==> src/acl_readout_pkg.sv <==
// Shared types and constants of the accelerometer readout path
// Measurement, flag and line types, UART timing and ASCII codes
`default_nettype none

package acl_readout_pkg;

  // --------------------------------------------------
  // Line layout
  // --------------------------------------------------
  // One labelled field is a letter, four hex digits and a space
  localparam int ACL_FIELD_CHARS = 6;
  // Four fields in the order X, Y, Z, T
  localparam int ACL_TEXT_CHARS = 4 * ACL_FIELD_CHARS;
  // Text, three status letters, five spaces, CR and LF
  localparam int ACL_LINE_CHARS = 34;
  // Byte index also holds the final count of a finished line
  localparam int LINE_IDX_W = $clog2(ACL_LINE_CHARS + 1);

  // --------------------------------------------------
  // UART timing, 20 MHz / 115200 baud, 8N1
  // --------------------------------------------------
  localparam int CLKS_PER_BIT = 174;
  localparam int BAUD_CNT_W = $clog2(CLKS_PER_BIT);
  // Start bit, eight data bits, stop bit
  localparam int FRAME_BITS = 10;
  localparam int FRAME_CNT_W = $clog2(FRAME_BITS);

  // --------------------------------------------------
  // Status register decode
  // --------------------------------------------------
  // Hold time of a stretched flag after its last high sample
  localparam int STRETCH_CYCLES = 2000;
  localparam int STRETCH_CNT_W = $clog2(STRETCH_CYCLES + 1);
  localparam int STATUS_ACT_BIT = 4;
  localparam int STATUS_INACT_BIT = 5;
  localparam int STATUS_AWAKE_BIT = 6;

  // Single ASCII character
  typedef logic [7:0] acl_char_t;

  // ASCII codes shared by the formatter and the sender
  localparam acl_char_t ASCII_SPACE = 8'h20;
  localparam acl_char_t ASCII_CR = 8'h0D;
  localparam acl_char_t ASCII_LF = 8'h0A;
  localparam acl_char_t ASCII_DASH = 8'h2D;
  localparam acl_char_t ASCII_ZERO = 8'h30;
  // Letters for hex digits, field labels and status
  localparam acl_char_t ASCII_A = 8'h41;
  localparam acl_char_t ASCII_I = 8'h49;
  localparam acl_char_t ASCII_T = 8'h54;
  localparam acl_char_t ASCII_W = 8'h57;
  localparam acl_char_t ASCII_X = 8'h58;
  localparam acl_char_t ASCII_Y = 8'h59;
  localparam acl_char_t ASCII_Z = 8'h5A;

  // Measurement word, X in the top 16 bits
  typedef struct packed {
    logic signed [15:0] x;
    logic signed [15:0] y;
    logic signed [15:0] z;
    logic signed [15:0] temp;
  } acl_meas_t;

  // Stretched and live status flags
  typedef struct packed {
    logic activity;
    logic inactivity;
    logic awake;
  } acl_flags_t;

  // Text arrays, first character in the top byte
  typedef acl_char_t [ACL_FIELD_CHARS-1:0] acl_field_t;
  typedef acl_char_t [ACL_TEXT_CHARS-1:0] acl_text_t;
  typedef acl_char_t [ACL_LINE_CHARS-1:0] acl_line_t;

endpackage

`default_nettype wire
==> src/acl_readout_top.sv <==
// Accelerometer readout top level
// Formatter, status tracker and UART line sender
`timescale 1ns/1ps
`default_nettype none

module acl_readout_top (
  input  logic                        i_clk,
  input  logic                        i_rst,
  input  acl_readout_pkg::acl_meas_t  i_meas,
  input  logic                        i_meas_valid,
  input  logic [7:0]                  i_status,
  input  logic                        i_tx_go,
  output logic                        o_uart_tx,
  output logic                        o_tx_busy,
  output logic                        o_activity,
  output logic                        o_inactivity
);

  import acl_readout_pkg::*;

  // 20 MHz system clock and its synchronous reset
  logic s_clk_20mhz;
  logic s_rst_20mhz;

  // Sender idle, gates measurement loads
  logic s_line_idle;
  // Measurement text to the sender
  acl_text_t s_text;
  // Stretched and awake flags
  acl_flags_t s_flags;

  assign s_clk_20mhz = i_clk;
  assign s_rst_20mhz = i_rst;

  // --------------------------------------------------
  // Reading path
  // --------------------------------------------------
  reading_formatter u_reading_formatter (
    .i_clk        (s_clk_20mhz),
    .i_rst        (s_rst_20mhz),
    .i_meas       (i_meas),
    .i_meas_valid (i_meas_valid),
    .i_line_idle  (s_line_idle),
    .o_text       (s_text)
  );

  // Status decode and stretching
  status_tracker u_status_tracker (
    .i_clk    (s_clk_20mhz),
    .i_rst    (s_rst_20mhz),
    .i_status (i_status),
    .o_flags  (s_flags)
  );

  // Serial output of the assembled line
  uart_line_sender u_uart_line_sender (
    .i_clk       (s_clk_20mhz),
    .i_rst       (s_rst_20mhz),
    .i_tx_go     (i_tx_go),
    .i_text      (s_text),
    .i_flags     (s_flags),
    .o_line_idle (s_line_idle),
    .o_tx_busy   (o_tx_busy),
    .o_uart_tx   (o_uart_tx)
  );

  // Stretched flags brought out directly
  assign o_activity = s_flags.activity;
  assign o_inactivity = s_flags.inactivity;

endmodule

`default_nettype wire

==> src/uart_line_sender.sv <==
// Line assembly and transmit-only UART, 8N1
// Sends one 34-byte line per accepted go strobe
`timescale 1ns/1ps
`default_nettype none

module uart_line_sender (
  input  logic                        i_clk,
  input  logic                        i_rst,
  input  logic                        i_tx_go,
  input  acl_readout_pkg::acl_text_t  i_text,
  input  acl_readout_pkg::acl_flags_t i_flags,
  output logic                        o_line_idle,
  output logic                        o_tx_busy,
  output logic                        o_uart_tx
);

  import acl_readout_pkg::*;

  // Line in flight
  logic s_busy;
  // Go strobe taken only while idle
  logic s_go_accept;
  // Line built from the current text and flags
  acl_line_t s_line_next;
  // Snapshot, next byte to send sits in the top byte
  acl_line_t s_line_q;
  // Frame shift register, bit 0 drives the line
  logic [FRAME_BITS-1:0] s_frame_q;
  logic [BAUD_CNT_W-1:0] s_baud_cnt;
  logic [FRAME_CNT_W-1:0] s_bit_cnt;
  // Bytes completed in the current line
  logic [LINE_IDX_W-1:0] s_byte_idx;
  // End of one bit, one frame, whole line
  logic s_bit_end;
  logic s_frame_end;
  logic s_line_end;

  // --------------------------------------------------
  // Line assembly
  // --------------------------------------------------
  // Status letters become dashes when their flag is low
  assign s_line_next = {i_text,
                        i_flags.activity ? ASCII_A : ASCII_DASH,
                        i_flags.inactivity ? ASCII_I : ASCII_DASH,
                        i_flags.awake ? ASCII_W : ASCII_DASH,
                        {5{ASCII_SPACE}},
                        ASCII_CR,
                        ASCII_LF};

  assign s_go_accept = i_tx_go & ~s_busy;

  // Counter stays at zero while idle, so no bit end outside a line
  assign s_bit_end = (s_baud_cnt == BAUD_CNT_W'(CLKS_PER_BIT - 1));
  assign s_frame_end = s_bit_end & (s_bit_cnt == FRAME_CNT_W'(FRAME_BITS - 1));
  assign s_line_end = s_frame_end & (s_byte_idx == LINE_IDX_W'(ACL_LINE_CHARS - 1));

  // --------------------------------------------------
  // Serializer control
  // --------------------------------------------------
  always_ff @(posedge i_clk) begin
    if (i_rst) begin
      s_busy <= 1'b0;
      s_baud_cnt <= '0;
      s_bit_cnt <= '0;
      s_byte_idx <= '0;
      s_frame_q <= '1;
    end else if (s_go_accept) begin
      // Start bit goes out in the next cycle
      s_busy <= 1'b1;
      s_baud_cnt <= '0;
      s_bit_cnt <= '0;
      s_byte_idx <= '0;
      s_frame_q <= {1'b1, s_line_next[ACL_LINE_CHARS-1], 1'b0};
    end else if (s_busy) begin
      if (!s_bit_end) begin
        s_baud_cnt <= s_baud_cnt + 1'b1;
      end else begin
        s_baud_cnt <= '0;
        if (!s_frame_end) begin
          // Next bit of the same frame, LSB first
          s_bit_cnt <= s_bit_cnt + 1'b1;
          s_frame_q <= {1'b1, s_frame_q[FRAME_BITS-1:1]};
        end else begin
          s_bit_cnt <= '0;
          s_byte_idx <= s_byte_idx + 1'b1;
          if (s_line_end) begin
            // Last stop bit done, line returns to mark
            s_busy <= 1'b0;
            s_frame_q <= '1;
          end else begin
            // Back to back frames, no idle gap
            s_frame_q <= {1'b1, s_line_q[ACL_LINE_CHARS-2], 1'b0};
          end
        end
      end
    end
  end

  // Line snapshot, shifted up by one byte per finished frame
  always_ff @(posedge i_clk) begin
    if (s_go_accept) begin
      s_line_q <= s_line_next;
    end else if (s_frame_end) begin
      s_line_q <= {s_line_q[ACL_LINE_CHARS-2:0], ASCII_SPACE};
    end
  end

  assign o_uart_tx = s_frame_q[0];
  assign o_tx_busy = s_busy;
  assign o_line_idle = ~s_busy;

  // Serial line rests at mark between lines
  a_idle_mark : assert property (
    @(posedge i_clk) disable iff (i_rst)
    !s_busy |-> o_uart_tx
  );

  // Byte count stays within one line
  a_byte_idx_range : assert property (
    @(posedge i_clk) disable iff (i_rst)
    s_byte_idx <= LINE_IDX_W'(ACL_LINE_CHARS)
  );

endmodule

`default_nettype wire

==> src/status_tracker.sv <==
// Status register decode with activity and inactivity stretching
// Awake bit registered without stretching
`timescale 1ns/1ps
`default_nettype none

module status_tracker (
  input  logic                        i_clk,
  input  logic                        i_rst,
  input  logic [7:0]                  i_status,
  output acl_readout_pkg::acl_flags_t o_flags
);

  import acl_readout_pkg::*;

  // Slot 0 activity, slot 1 inactivity
  localparam int NUM_STRETCH = 2;

  // Raw status bits feeding the stretchers
  logic [NUM_STRETCH-1:0] s_stretch_in;
  // Counter nonzero per stretcher
  logic [NUM_STRETCH-1:0] s_stretch_flag;
  // Awake bit one cycle behind the register
  logic s_awake_q;

  // Decode by bit position
  assign s_stretch_in = {i_status[STATUS_INACT_BIT], i_status[STATUS_ACT_BIT]};

  // --------------------------------------------------
  // Stretch counters
  // --------------------------------------------------
  for (genvar g = 0; g < NUM_STRETCH; g++) begin : g_stretch
    logic [STRETCH_CNT_W-1:0] s_cnt;

    // Reload while the bit is high, then count down to zero
    always_ff @(posedge i_clk) begin
      if (i_rst) begin
        s_cnt <= '0;
      end else if (s_stretch_in[g]) begin
        s_cnt <= STRETCH_CNT_W'(STRETCH_CYCLES);
      end else if (s_cnt != '0) begin
        s_cnt <= s_cnt - 1'b1;
      end
    end

    assign s_stretch_flag[g] = (s_cnt != '0);

    // A high sample shows on the flag in the very next cycle
    a_flag_follows_bit : assert property (
      @(posedge i_clk) disable iff (i_rst)
      s_stretch_in[g] |=> s_stretch_flag[g]
    );
  end

  // --------------------------------------------------
  // Awake bit
  // --------------------------------------------------
  always_ff @(posedge i_clk) begin
    if (i_rst) begin
      s_awake_q <= 1'b0;
    end else begin
      s_awake_q <= i_status[STATUS_AWAKE_BIT];
    end
  end

  // Flag bundle for the sender and the top level
  assign o_flags.activity = s_stretch_flag[0];
  assign o_flags.inactivity = s_stretch_flag[1];
  assign o_flags.awake = s_awake_q;

endmodule

`default_nettype wire

==> src/reading_formatter.sv <==
// Measurement hold register and hex text formatter
// Loads a new reading only while the serial line is idle
`timescale 1ns/1ps
`default_nettype none

module reading_formatter (
  input  logic                        i_clk,
  input  logic                        i_rst,
  input  acl_readout_pkg::acl_meas_t  i_meas,
  input  logic                        i_meas_valid,
  input  logic                        i_line_idle,
  output acl_readout_pkg::acl_text_t  o_text
);

  import acl_readout_pkg::*;

  // --------------------------------------------------
  // Text helpers
  // --------------------------------------------------

  // One nibble to an upper case hex digit
  function automatic acl_char_t hex_char(input logic [3:0] nib);
    if (nib < 4'd10) begin
      return ASCII_ZERO + acl_char_t'(nib);
    end
    // Values 10 to 15 map onto A to F
    return ASCII_A + acl_char_t'(nib) - 8'd10;
  endfunction

  // Label, four hex digits of the value, trailing space
  function automatic acl_field_t field_text(input acl_char_t label,
                                            input logic [15:0] value);
    acl_field_t field;
    field[5] = label;
    field[4] = hex_char(value[15:12]);
    field[3] = hex_char(value[11:8]);
    field[2] = hex_char(value[7:4]);
    field[1] = hex_char(value[3:0]);
    field[0] = ASCII_SPACE;
    return field;
  endfunction

  // --------------------------------------------------
  // Measurement hold
  // --------------------------------------------------

  // Reading shown on the line
  acl_meas_t s_meas_held;
  // Strobe accepted only while no line is in flight
  logic s_meas_load;

  assign s_meas_load = i_meas_valid & i_line_idle;

  // Held value is zero out of reset
  always_ff @(posedge i_clk) begin
    if (i_rst) begin
      s_meas_held <= '0;
    end else if (s_meas_load) begin
      s_meas_held <= i_meas;
    end
  end

  // --------------------------------------------------
  // Text layout
  // --------------------------------------------------

  // X first, temperature last
  assign o_text = {field_text(ASCII_X, s_meas_held.x),
                   field_text(ASCII_Y, s_meas_held.y),
                   field_text(ASCII_Z, s_meas_held.z),
                   field_text(ASCII_T, s_meas_held.temp)};

  // Line in flight keeps its reading until the sender goes idle again
  a_hold_while_busy : assert property (
    @(posedge i_clk) disable iff (i_rst)
    !i_line_idle |=> $stable(s_meas_held)
  );

endmodule

`default_nettype wire

==> config.mk <==
export PLATFORM = sky130hd
export DESIGN_NAME = acl_readout_top
export DESIGN_NICKNAME = d
export VERILOG_FILES = /design/src/acl_readout_pkg.sv /design/src/acl_readout_top.sv /design/src/uart_line_sender.sv /design/src/status_tracker.sv /design/src/reading_formatter.sv
export SDC_FILE = /design/constraint.sdc
export NUM_CORES = 1
export LEC_CHECK = 0
export BUFFER_PORTS_ARGS = -buffer_cell sky130_fd_sc_hd__buf_4
export CORE_MARGIN = 8
export CORE_UTILIZATION = 50
export DETAILED_ROUTE_END_ITERATION = 6
export GPL_TIMING_DRIVEN = 0
export MAX_ROUTING_LAYER = met4
export PLACE_DENSITY = 0.65
export REMOVE_ABC_BUFFERS = 1
export SYNTH_ARGS = -nofsm -noshare
export SYNTH_HDL_FRONTEND = slang
export SYNTH_HIERARCHICAL = 1
export SYNTH_SLANG_ARGS = --single-unit
export TNS_END_PERCENT = 20
==> constraint.sdc <==
create_clock -name i_clk -period 9 [get_ports i_clk]
set_clock_uncertainty 0.05 [all_clocks]
set_input_delay 0 -clock i_clk [delete_from_list [all_inputs] [get_ports i_clk]]
set_output_delay 0 -clock i_clk [all_outputs]
set_load 0.05 [all_outputs]
==> summary.md, run 1 <==
| Metric | Value |
|---|---|
| Max Buffers Root-to-Sink | `3` |
| Area growth from synthesis to layout | `15.24%` |
| R2R cell count | `8` |
| Resize count post-CTS | `0` |
| Post-synth EDFFs | `204` |
| Critical Path AT | `4.08 ns` |
| GRT Total Usage | `0.1651` |
| CTS tree | `yes` |
| Core ar. | `32,210 sq um` |
| Leak | `0.006878 uW` |
| Worst EP required | `9.34 ns` |
| Element type at the critical path start | `flip-flop` |
| Die Width | `195.8 um` |
| Syn Inst Count | `1,414` |
| Final setup TNS | `0 ns` |
| DRT antenna net count | `0` |
| Crit path max fanout | `124` |
| WHS Path Cells | `5` |
| Crit path kind | `reg -> reg` |
| Largest net degree at the start of global routing | `129` |
| Wire per inst | `15.82 um` |
| Async SR Flop Fraction | `0` |
| Detailed Routing Iterations Pass 1 | `5` |
| Boundary Pins | `80` |
| Hold WC Path Type | `in -> reg` |
| Worst-case vdd ir drop | `0.0001852 V` |
| CTS Buf Count | `39` |
| Final min period | `3.732 ns` |
| Die ar. | `38,360 sq um` |
| RePlAce Congestion | `0.7525` |
| Vias | `10,817` |
| Ys Warns | `6` |
| Initial antenna violation count | `0` |
| Status | `completed` |
| Layout cell share with drive strength beyond 1 | `0.1154` |
| Netlist cell types | `74` |
| Area contributors post-synth | `edfxtp_1 (38%), dfxtp_1 (17%), a22o_1 (11%)` |
| H-tree depth | `2` |
| Slew Limit Headroom | `0.1065` |
| Nets | `1,622` |
| Initial core utilization | `0.5021` |
| Post-CTS setup-driven buffer insertion count | `0` |
| Non-filler cells in the finished layout | `1,959` |
| Synth Area per Inst | `11.44 sq um` |
| Setup violators final | `0` |
| Worst setup EP type | `flip-flop` |
| Number of global-route vias before repair | `10,376` |
| CTS clk-pin slew, worst paths | `0.06 ns` |
| Root Buffer | `clkbuf_16` |
| Die Y | `195.8 um` |
| Max_cap viols | `0` |
| First-pass GRT wire length | `52.42 mm` |
| Num rows | `66` |
| Power density cells | `195.9 nW/um^2` |
| Cell count after placement | `1,822` |
| Fmax | `267.9 MHz` |
| Ys flop type | `edfxtp_1` |
| Gr ovfl total | `0` |
| Cts hold-fix bufs | `67` |
| Final wirelength | `30.99 mm` |
| Sequential area share after synthesis | `0.5459` |
| Clk sinks | `339` |
| Diode count | `0` |
| Synthesized area | `16,170 sq um` |
| Period Utilization, post-route | `0.4147` |
| Clock latency on the worst-skew pair | `0.52 ns` |
| Synthesized flop and latch total | `339` |
| Max-slew violations | `0` |
| Worst-margin pin slew | `1.340 ns` |
| Post-synth top cells | `edfxtp_1 (204), a22o_1 (195), dfxtp_1 (135)` |
| Via density | `5.522` |
| Dpl hpwl | `18.07 mm` |
| Cell taking the most area after synthesis | `edfxtp_1` |
| DR iter-0 viols | `677` |
| RSZ-0062 raised after global routing | `no` |
| # port buffers | `74` |
| Final Hold Vio Count | `0` |
| Most frequent cell after synthesis | `edfxtp_1` |
| DRC | `0` |
| Area share of the largest cell type after synthesis | `0.3788` |
[cell usage in the layout (no fill, tap or decap), types with 46 or more instances in the layout]
cell type      count
edfxtp_1         204
dfxtp_1          135
nor2_1            46
buf_4             74
dlygate4sd3_1     67
a21oi_1          117
nand3_1           73
nand2_1           63
a21bo_1           55
conb_1            81
a22o_1           195
[path summary, 6_finish.rpt]
path	startpoint	end	slack [ns]
max	u_uart_line_sender/o_tx_busy$_SDFF_PP0_	u_uart_line_sender/s_frame_q[6]$_SDFFE_PP1P_	5.27
max reg2reg	u_uart_line_sender/o_tx_busy$_SDFF_PP0_	u_uart_line_sender/s_frame_q[6]$_SDFFE_PP1P_	5.27
min reg2reg	u_uart_line_sender/s_line_q[5]$_SDFFE_PP0N_	u_uart_line_sender/s_line_q[5]$_SDFFE_PP0N_	0.40
min	i_tx_go	u_uart_line_sender/s_frame_q[3]$_SDFFE_PP1P_	0.03
[worst max-delay path, cell delays in order, from the launching register on]
cell and delay [ns]:
dfxtp_1 0.73, nor2b_4 0.27, buf_12 0.25, buf_12 0.19
nor2_2 0.60, inv_8 0.40, buf_16 0.39, a2bb2oi_1 0.23
a221o_1 0.37
[final cells by class]
class,instances,area [sq um]
inverters,48,192.7
flip-flops and latches,339,8828
fillers,2677,13570
repair buffers,161,1539
clock buffers,58,1077
clock inverters,12,110.1
well taps,408,510.5
multi-input cells,933,6379
[where the power goes]
part,switching [uW],total [uW],internal [uW]
logic,185,353,168
clock network,599,1480,884
registers,62.4,1820,1750
[registers in the layout, summed over array words and instances (netlist names)]
register / count
u_uart_line_sender/s_line_q: 224
u_uart_line_sender/s_baud_cnt: 8
u_uart_line_sender/s_frame_q: 9
u_uart_line_sender/o_tx_busy: 1
u_status_tracker/s_awake_q: 1
u_reading_formatter/s_meas_held: 64
u_status_tracker/g_stretch.s_cnt: 22
u_uart_line_sender/s_bit_cnt: 4
u_uart_line_sender/s_byte_idx: 6
[cells by family after synthesis]
logic type,Yosys count,share of synthesized area
compound gates,500,0.2366
xor+xnor,33,0.01787
fa+ha+maj,24,0.01857
buf+inv,220,0.07822
flops,339,0.5459
mux,8,0.005184
other cells,3,0.0006963
simple gates,287,0.09694
[layer usage]
metal  track usage  wire length, um  vias up
met2        0.2557            14370      140
met4       0.03902              510        0
met1        0.2259            15020     5256
met5             -                0        -
li1              -                -     5379
met3       0.02673             1088       42
[stage by stage]
| step | hold slack (ns) | setup slack [ns] | cell area (sq um) | utilization | power, uW |
|---|---|---|---|---|---|
| global route | 0.08547 | 4.978 | 18640 | 0.5787 | 3808 |
| finish | 0.02595 | 5.268 | 18640 | 0.5787 | 3651 |
| global placement | 0.1748 | -20.90 | 16450 | 0.5107 | 2178 |
| CTS | 0.004645 | 5.258 | 18640 | 0.5787 | 3700 |
| detailed placement | 0.1775 | 5.276 | 16780 | 0.5210 | 2176 |
| floorplan | 0.01244 | -5.748 | 15380 | - | 2066 |
Note: power is estimated with default switching activity, not from simulation.
==> run 2, diff against run 1 <==
- ABC_AREA: unset -> 1
- PLACE_DENSITY: 0.65 -> 0.68
- clock period: 9 -> 3.4 ns (I/O delays scaled with it)
==> summary.md, run 2 <==
| Metric | Value |
|---|---|
| CTS tree | `yes (unchanged)` |
| Max-slew violations | `0 (unchanged)` |
| Worst EP required | `3.52 ns (was 9.34 ns)` |
| Top Usage Layer GRT | `met2 (unchanged)` |
| Crit path kind | `reg -> reg (unchanged)` |
| Hold WC Path Type | `in -> reg (unchanged)` |
| Number of global-route vias before repair | `12,470 (was 10,376)` |
| M3 GR Usage | `0.02358 (was 0.02673)` |
| Setup violators final | `0 (unchanged)` |
| Cell taking the most area after synthesis | `edfxtp_1 (unchanged)` |
| DP Worst Slack | `-0.6553 ns (was 5.276 ns)` |
| # port buffers | `74 (unchanged)` |
| Initial core utilization | `0.5039 (was 0.5021)` |
| H-tree depth | `2 (unchanged)` |
| Die ar. | `39,750 sq um (was 38,360 sq um)` |
| Diode count | `0 (unchanged)` |
| Cell family with most CP delay | `simple AND/OR/NAND/NOR gates (was buffers and inverters)` |
| Status | `completed (unchanged)` |
| Clk sinks | `339 (unchanged)` |
| Tot Pwr | `9654 uW (was 3651 uW)` |
| Element type at the critical path start | `flip-flop (unchanged)` |
| Final wirelength | `32.62 mm (was 30.99 mm)` |
| Core ar. | `33,360 sq um (was 32,210 sq um)` |
| Worst setup EP type | `flip-flop (unchanged)` |
| Slowest CP cell | `nand2_8 (was dfxtp_1)` |
| Number of fill cells | `2,948 (was 2,677)` |
| Synthesized area | `16,810 sq um (was 16,170 sq um)` |
| Synth Area per Inst | `7.991 sq um (was 11.44 sq um)` |
| CTS clk-pin slew, worst paths | `0.06 ns (about the same)` |
| Max_cap viols | `0 (unchanged)` |
| Die Y | `199.4 um (was 195.8 um)` |
| Critical Path AT | `3.21 ns (was 4.08 ns)` |
| Crit path cell chain | `ha_1 -> nand3_2 -> inv_1 -> nand3_2 -> nand2_8 -> buf_16 -> buf_16 (was nor2b_4 -> buf_12 -> buf_12 -> nor2_2 -> inv_8 -> buf_16 -> a2bb2oi_1 -> a221o_1)` |
| RePlAce Congestion | `0.8599 (was 0.7525)` |
| Dpl hpwl | `19.75 mm (was 18.07 mm)` |
| Ys flop type | `edfxtp_1 (unchanged)` |
| Worst-margin pin slew | `1.329 ns (was 1.340 ns)` |
| Netlist cell types | `44 (was 74)` |
| Async SR Flop Fraction | `0 (unchanged)` |
| Boundary Pins | `80 (unchanged)` |
| Most frequent cells in the layout | `nand2_1 (935), edfxtp_1 (204), inv_1 (185), nand3_1 (137), dfxtp_1 (135) (was edfxtp_1 (204), a22o_1 (195), dfxtp_1 (135), a21oi_1 (117), conb_1 (81))` |
| Gr ovfl total | `0 (unchanged)` |
| Final Instance Area | `19,140 sq um (was 18,640 sq um)` |
| Post-synth EDFFs | `204 (unchanged)` |
| Slew Limit Headroom | `0.1111 (was 0.1065)` |
| Ys Warns | `6 (unchanged)` |
| Wire per inst | `12.16 um (was 15.82 um)` |
| Initial antenna violation count | `0 (unchanged)` |
| Fmax | `323.9 MHz (was 267.9 MHz)` |
| Final min period | `3.087 ns (was 3.732 ns)` |
| Util after Layout | `0.5737 (was 0.5787)` |
| Largest net degree at the start of global routing | `127 (was 129)` |
| DRT antenna net count | `0 (unchanged)` |
| Sequential area share after synthesis | `0.5251 (was 0.5459)` |
| Layout cell share with drive strength beyond 1 | `0.07475 (was 0.1154)` |
| Reg2reg start | `u_uart_line_sender/s_bit_cnt[0]$_SDFFE_PP0P_ (was u_uart_line_sender/o_tx_busy$_SDFF_PP0_)` |
| Crit path max fanout | `70 (was 124)` |
| Post-synth top cells | `nand2_1 (937), edfxtp_1 (204), inv_1 (186) (was edfxtp_1 (204), a22o_1 (195), dfxtp_1 (135))` |
| Num rows | `67 (was 66)` |
| Max Buffers Root-to-Sink | `3 (unchanged)` |
| Area contributors post-synth | `edfxtp_1 (36%), nand2_1 (21%), dfxtp_1 (16%) (was edfxtp_1 (38%), dfxtp_1 (17%), a22o_1 (11%))` |
| Die Width | `199.4 um (was 195.8 um)` |
| Leak | `0.008740 uW (was 0.006878 uW)` |
| Vias | `12,776 (was 10,817)` |
| Max reg flops | `224 (unchanged)` |
| Biggest register | `u_uart_line_sender/s_line_q (unchanged)` |
| Synthesized flop and latch total | `339 (unchanged)` |
| Worst setup path startpoint | `u_uart_line_sender/s_bit_cnt[0]$_SDFFE_PP0P_ (was u_uart_line_sender/o_tx_busy$_SDFF_PP0_)` |
| Final Hold Vio Count | `0 (unchanged)` |
| Largest registers | `u_uart_line_sender/s_line_q: 224 flops, u_reading_formatter/s_meas_held: 64 flops, u_status_tracker/g_stretch.s_cnt: 22 flops (unchanged)` |
| GRT Total Usage | `0.1724 (was 0.1651)` |
| Worst-case vdd ir drop | `0.0003758 V (was 0.0001852 V)` |
| Routing usage on met1 | `0.2062 (was 0.2259)` |
| Area share of the largest cell type after synthesis | `0.3643 (was 0.3788)` |
| Area of placed instances | `17,220 sq um (was 16,780 sq um)` |
| First-pass GRT wire length | `56.17 mm (was 52.42 mm)` |
| Syn Inst Count | `2,104 (was 1,414)` |
| Most frequent cell after synthesis | `nand2_1 (was edfxtp_1)` |
| Clock latency on the worst-skew pair | `0.51 ns (was 0.52 ns)` |
| CP Buf/Inv Count | `3 (was 4)` |
| Final worst slack | `0.3130 ns (was 5.268 ns)` |
| CTS Buf Count | `38 (was 39)` |
| DR iter-0 viols | `734 (was 677)` |
| Via density | `4.764 (was 5.522)` |
| Nets | `2,305 (was 1,622)` |
| Commonest non-fill, non-tap cell in the layout | `nand2_1 (was edfxtp_1)` |
| Root Buffer | `clkbuf_16 (unchanged)` |
| Hold path startpoint | `i_meas_valid (was i_tx_go)` |
| CP max stage delay | `0.53 ns (was 0.73 ns)` |
| Met2 Usage GRT | `0.3017 (was 0.2557)` |
| Area growth from synthesis to layout | `13.84% (was 15.24%)` |
| Period Utilization, post-route | `0.9080 (was 0.4147)` |
| Power density cells | `504.4 nW/um^2 (was 195.9 nW/um^2)` |
| Detailed Routing Iterations Pass 1 | `5 (unchanged)` |
| RSZ-0062 raised after global routing | `no (unchanged)` |
| DRC | `0 (unchanged)` |
run 2: cell type report:
cell class	instances	area [sq um]	share of cell area
multi-input combinational	1485	6419	0.3353
inverter	193	742.0	0.03876
sequential	339	8828	0.4612
clock inverter	21	175.2	0.009152
timing repair buffer	148	1386	0.07243
tap	448	560.5	0.02928
clock buffer	48	1030	0.05380
run 2: worst paths after layout:
kind | slack, ns | endpoint | depth (start not counted)
max | 0.31 | u_uart_line_sender/s_line_q[240]$_DFFE_PP_ | 7
min reg2reg | 0.40 | u_uart_line_sender/s_line_q[3]$_SDFFE_PP1N_ | 2
max reg2reg | 0.31 | u_uart_line_sender/s_line_q[240]$_DFFE_PP_ | 7
min | 0.04 | u_reading_formatter/s_meas_held[21]$_SDFFE_PP0P_ | 3
run 2: worst reg2reg max path, cell delays in order (launching register included):
cell     delay [ns]
dfxtp_1        0.40
ha_1           0.20
nand3_2        0.20
inv_1          0.23
nand3_2        0.39
nand2_8        0.54
buf_16         0.31
buf_16         0.37
run 2: timing repair:
item / CTS / global route
resized for setup: 5 / 1
hold endpoints to repair: 87 / 1
hold buffers: 67 / 1
setup endpoints to repair: 306 / 185
setup buffers: 0 / 0
run 2: kinds of logic (layout without fill, tap and decap cells):
family,Yosys count,in the layout,share of synthesized area
flops,339,339,0.5251
fa+ha+maj,24,24,0.01786
xor+xnor,9,9,0.004688
buf+inv,358,410,0.1126
other cells,3,81,0.0006697
simple gates,1233,1233,0.2951
compound gates,138,138,0.04398
run 2: routing by layer:
| layer | vias to the layer above | share of wire | wire, um |
|---|---|---|---|
| met5 | - | 0 | 0 |
| met4 | 0 | 0.022 | 719 |
| met3 | 57 | 0.037 | 1192 |
| met2 | 213 | 0.49 | 16050 |
| met1 | 5810 | 0.45 | 14660 |
| li1 | 6696 | - | - |
run 2: metrics by stage:
step | hold slack, ns | instances | setup TNS (ns)
after CTS | 0.03335 | 2681 | 0
after global placement | 0.1381 | 2539 | -2534.92
after floorplan | 0.01907 | 2017 | -1342.10
final | 0.04003 | 2682 | 0
after detailed placement | 0.1446 | 2545 | -120.75
after global routing | 0.07309 | 2682 | 0
run 2: power breakdown:
part           internal [uW]  leakage, uW  switching, uW
clock network           2370     0.000592           1590
registers               4640      0.00313            120
logic                    358      0.00501            587
==> run 3, diff against run 2 <==
- BUFFER_PORTS_ARGS: -buffer_cell sky130_fd_sc_hd__buf_4 -> unset
- DONT_BUFFER_PORTS: unset -> 1
- PLACE_DENSITY: 0.68 -> 0.66
==> summary.md, run 3 (same netlist as run 2, synthesis figures left out) <==
| Metric | Value |
|---|---|
| Reg2reg start | `u_uart_line_sender/o_tx_busy$_SDFF_PP0_ (was u_uart_line_sender/s_bit_cnt[0]$_SDFFE_PP0P_)` |
| Cell count after placement | `2,471 (was 2,545)` |
| Slew Limit Headroom | `0.1090 (was 0.1111)` |
| Worst-case vdd ir drop | `0.0003606 V (was 0.0003758 V)` |
| Non-filler cells in the finished layout | `2,678 (was 2,682)` |
| Worst path depth | `7 (unchanged)` |
| Die Width | `199.4 um (unchanged)` |
| Tot Pwr | `9901 uW (was 9654 uW)` |
| Crit path kind | `reg -> reg (unchanged)` |
| Dpl hpwl | `19.85 mm (was 19.75 mm)` |
| Core ar. | `33,360 sq um (unchanged)` |
| Max reg flops | `224 (unchanged)` |
| CP max stage delay | `0.51 ns (was 0.53 ns)` |
| Sw power | `2327 uW (was 2292 uW)` |
| Num rows | `67 (unchanged)` |
| Worst Setup EP | `u_uart_line_sender/s_line_q[107]$_DFFE_PP_ (was u_uart_line_sender/s_line_q[240]$_DFFE_PP_)` |
| Largest registers | `u_uart_line_sender/s_line_q: 224 flops, u_reading_formatter/s_meas_held: 64 flops, u_status_tracker/g_stretch.s_cnt: 22 flops (unchanged)` |
| Worst EP required | `3.62 ns (was 3.52 ns)` |
| Vias | `12,847 (was 12,776)` |
| Initial core utilization | `0.5039 (unchanged)` |
| Leak | `0.008631 uW (was 0.008740 uW)` |
| Reg2Reg Capture Point | `u_uart_line_sender/s_line_q[107]$_DFFE_PP_ (was u_uart_line_sender/s_line_q[240]$_DFFE_PP_)` |
| Crit path cell chain | `inv_2 -> nand2_4 -> nand2_4 -> clkinv_4 -> buf_16 -> nand2_1 -> nand2_1 (was ha_1 -> nand3_2 -> inv_1 -> nand3_2 -> nand2_8 -> buf_16 -> buf_16)` |
| Number of global-route vias before repair | `12,380 (was 12,470)` |
| Util after Layout | `0.5808 (was 0.5737)` |
| R2R cell count | `7 (unchanged)` |
| Comb pwr share | `0.096 (was 0.098)` |
| DR iter-0 viols | `866 (was 734)` |
| RSZ-0062 raised after global routing | `yes (was no)` |
| CTS Buf Count | `38 (unchanged)` |
| Element type at the critical path start | `flip-flop (unchanged)` |
| Detailed Routing Iterations Pass 1 | `6 (was 5)` |
| CP Buf/Inv Count | `3 (unchanged)` |
| GRT Total Usage | `0.1782 (was 0.1724)` |
| Final Hold Vio Count | `0 (unchanged)` |
| R2R setup slack | `0.04 ns (was 0.31 ns)` |
| Final min period | `3.356 ns (was 3.087 ns)` |
| First-pass GRT wire length | `57.72 mm (was 56.17 mm)` |
| Slowest CP cell | `inv_2 (was nand2_8)` |
| Setup violators final | `0 (unchanged)` |
| Max_cap viols | `0 (unchanged)` |
| Most frequent cells in the layout | `nand2_1 (935), edfxtp_1 (204), inv_1 (185), dlygate4sd3_1 (137), nand3_1 (137) (was nand2_1 (935), edfxtp_1 (204), inv_1 (185), nand3_1 (137), dfxtp_1 (135))` |
| Cell family with most CP delay | `buffers and inverters (was simple AND/OR/NAND/NOR gates)` |
| Die Y | `199.4 um (unchanged)` |
| Worst setup EP type | `flip-flop (unchanged)` |
| Period Utilization, post-route | `0.9871 (was 0.9080)` |
| Wire per inst | `12.64 um (was 12.16 um)` |
| Area growth from synthesis to layout | `15.26% (was 13.84%)` |
| Biggest register | `u_uart_line_sender/s_line_q (unchanged)` |
| Max-slew violations | `0 (unchanged)` |
| Diode count | `0 (unchanged)` |
| Critical Path AT | `3.58 ns (was 3.21 ns)` |
| Layout cell share with drive strength beyond 1 | `0.04484 (was 0.07475)` |
| DRC | `0 (unchanged)` |
| Boundary Pins | `80 (unchanged)` |
| Flop pwr share | `0.481 (was 0.493)` |
| Commonest non-fill, non-tap cell in the layout | `nand2_1 (unchanged)` |
| H-tree depth | `2 (unchanged)` |
| Crit path max fanout | `125 (was 70)` |
| RePlAce Congestion | `0.8523 (was 0.8599)` |
| DRT antenna net count | `0 (unchanged)` |
| Switching part of the total power | `0.2351 (was 0.2374)` |
| Status | `completed (unchanged)` |
| Via density | `4.797 (was 4.764)` |
| Final wirelength | `33.86 mm (was 32.62 mm)` |
| Gr ovfl total | `0 (unchanged)` |
| Root Buffer | `clkbuf_16 (unchanged)` |
| Clock latency on the worst-skew pair | `0.52 ns (was 0.51 ns)` |
| CTS clk-pin slew, worst paths | `0.06 ns (about the same)` |
| Post-CTS setup-driven buffer insertion count | `0 (unchanged)` |
| Int Pwr | `7573 uW (was 7362 uW)` |
| CTS tree | `yes (unchanged)` |
| Hold WC Path Type | `in -> reg (unchanged)` |
| Fmax | `298.0 MHz (was 323.9 MHz)` |
| Final worst slack | `0.04397 ns (was 0.3130 ns)` |
| Worst-margin pin slew | `1.332 ns (was 1.329 ns)` |
| Clk sinks | `339 (unchanged)` |
| Power density cells | `510.9 nW/um^2 (was 504.4 nW/um^2)` |
| Worst setup path startpoint | `u_uart_line_sender/o_tx_busy$_SDFF_PP0_ (was u_uart_line_sender/s_bit_cnt[0]$_SDFFE_PP0P_)` |
| DP Worst Slack | `-1.217 ns (was -0.6553 ns)` |
| Max Buffers Root-to-Sink | `3 (unchanged)` |
| Largest net degree at the start of global routing | `126 (was 127)` |
| Die ar. | `39,750 sq um (unchanged)` |
| Clock power share | `0.423 (was 0.410)` |
| Initial antenna violation count | `0 (unchanged)` |
| Nets | `2,301 (was 2,305)` |
| # port buffers | `0 (was 74)` |
[run 3: cell type report]
class | instances | area [sq um]
Multi-Input combinational cell | 1485 | 6419
Timing Repair Buffer | 144 | 1556
Tap cell | 448 | 560.5
Inverter | 193 | 734.5
Fill cell | 2993 | 13990
Clock buffer | 43 | 1001
Sequential cell | 339 | 8830
Clock inverter | 26 | 277.8
[run 3: worst min-delay path by stage]
stage,startpoint,endpoint,slack [ns],cells past startpoint
floorplan,i_rst,u_reading_formatter/s_meas_held[0]$_SDFFE_PP0P_,0.02,1
global placement,i_status[5],u_status_tracker/g_stretch[1].s_cnt[3]$_SDFFE_PP0P_,0.03,1
detailed placement,i_rst,u_reading_formatter/s_meas_held[21]$_SDFFE_PP0P_,0.03,1
CTS,i_status[6],u_status_tracker/s_awake_q$_SDFF_PP0_,0.08,3
global route,i_status[6],u_status_tracker/s_awake_q$_SDFF_PP0_,0.09,3
finish,i_status[6],u_status_tracker/s_awake_q$_SDFF_PP0_,0.1,3
[run 3: repair_timing]
action	CTS	global route
hold buffers	138	0
gates resized for setup	5	1
endpoints found under the hold margin	124	0
gates cloned	0	0
setup endpoints to repair	439	190
[run 3: power groups by stage]
stage	clock network [uW]	logic (uW)	registers, uW
global placement	0	738	4900
global route	4470	1080	4790
detailed placement	0	785	4850
floorplan	0	606	4850
CTS	4310	942	4760
finish	4190	949	4760
[run 3: layer usage]
metal | global-route usage | part of all wire | vias up
met1 | 0.2275 | 0.47 | 5920
met2 | 0.2950 | 0.48 | 184
li1 | - | - | 6693
met3 | 0.02796 | 0.037 | 50
met4 | 0.04441 | 0.017 | 0
met5 | - | 0 | -
[run 3: worst reg2reg max path: stages, from the launching register on]
cell	delay, ns
dfxtp_2	0.48
inv_2	0.52
nand2_4	0.42
nand2_4	0.39
clkinv_4	0.46
buf_16	0.39
nand2_1	0.34
nand2_1	0.06
[run 3: stage by stage]
stage	setup TNS [ns]	cell area, sq um	hold WS (ns)
after floorplan	-1342.10	15940	0.01907
after global placement	-2726.03	16500	0.02893
after detailed placement	-307.73	16670	0.03383
after CTS	0	19370	0.08470
after global routing	-13.10	19380	0.09153
final	0	19380	0.09857
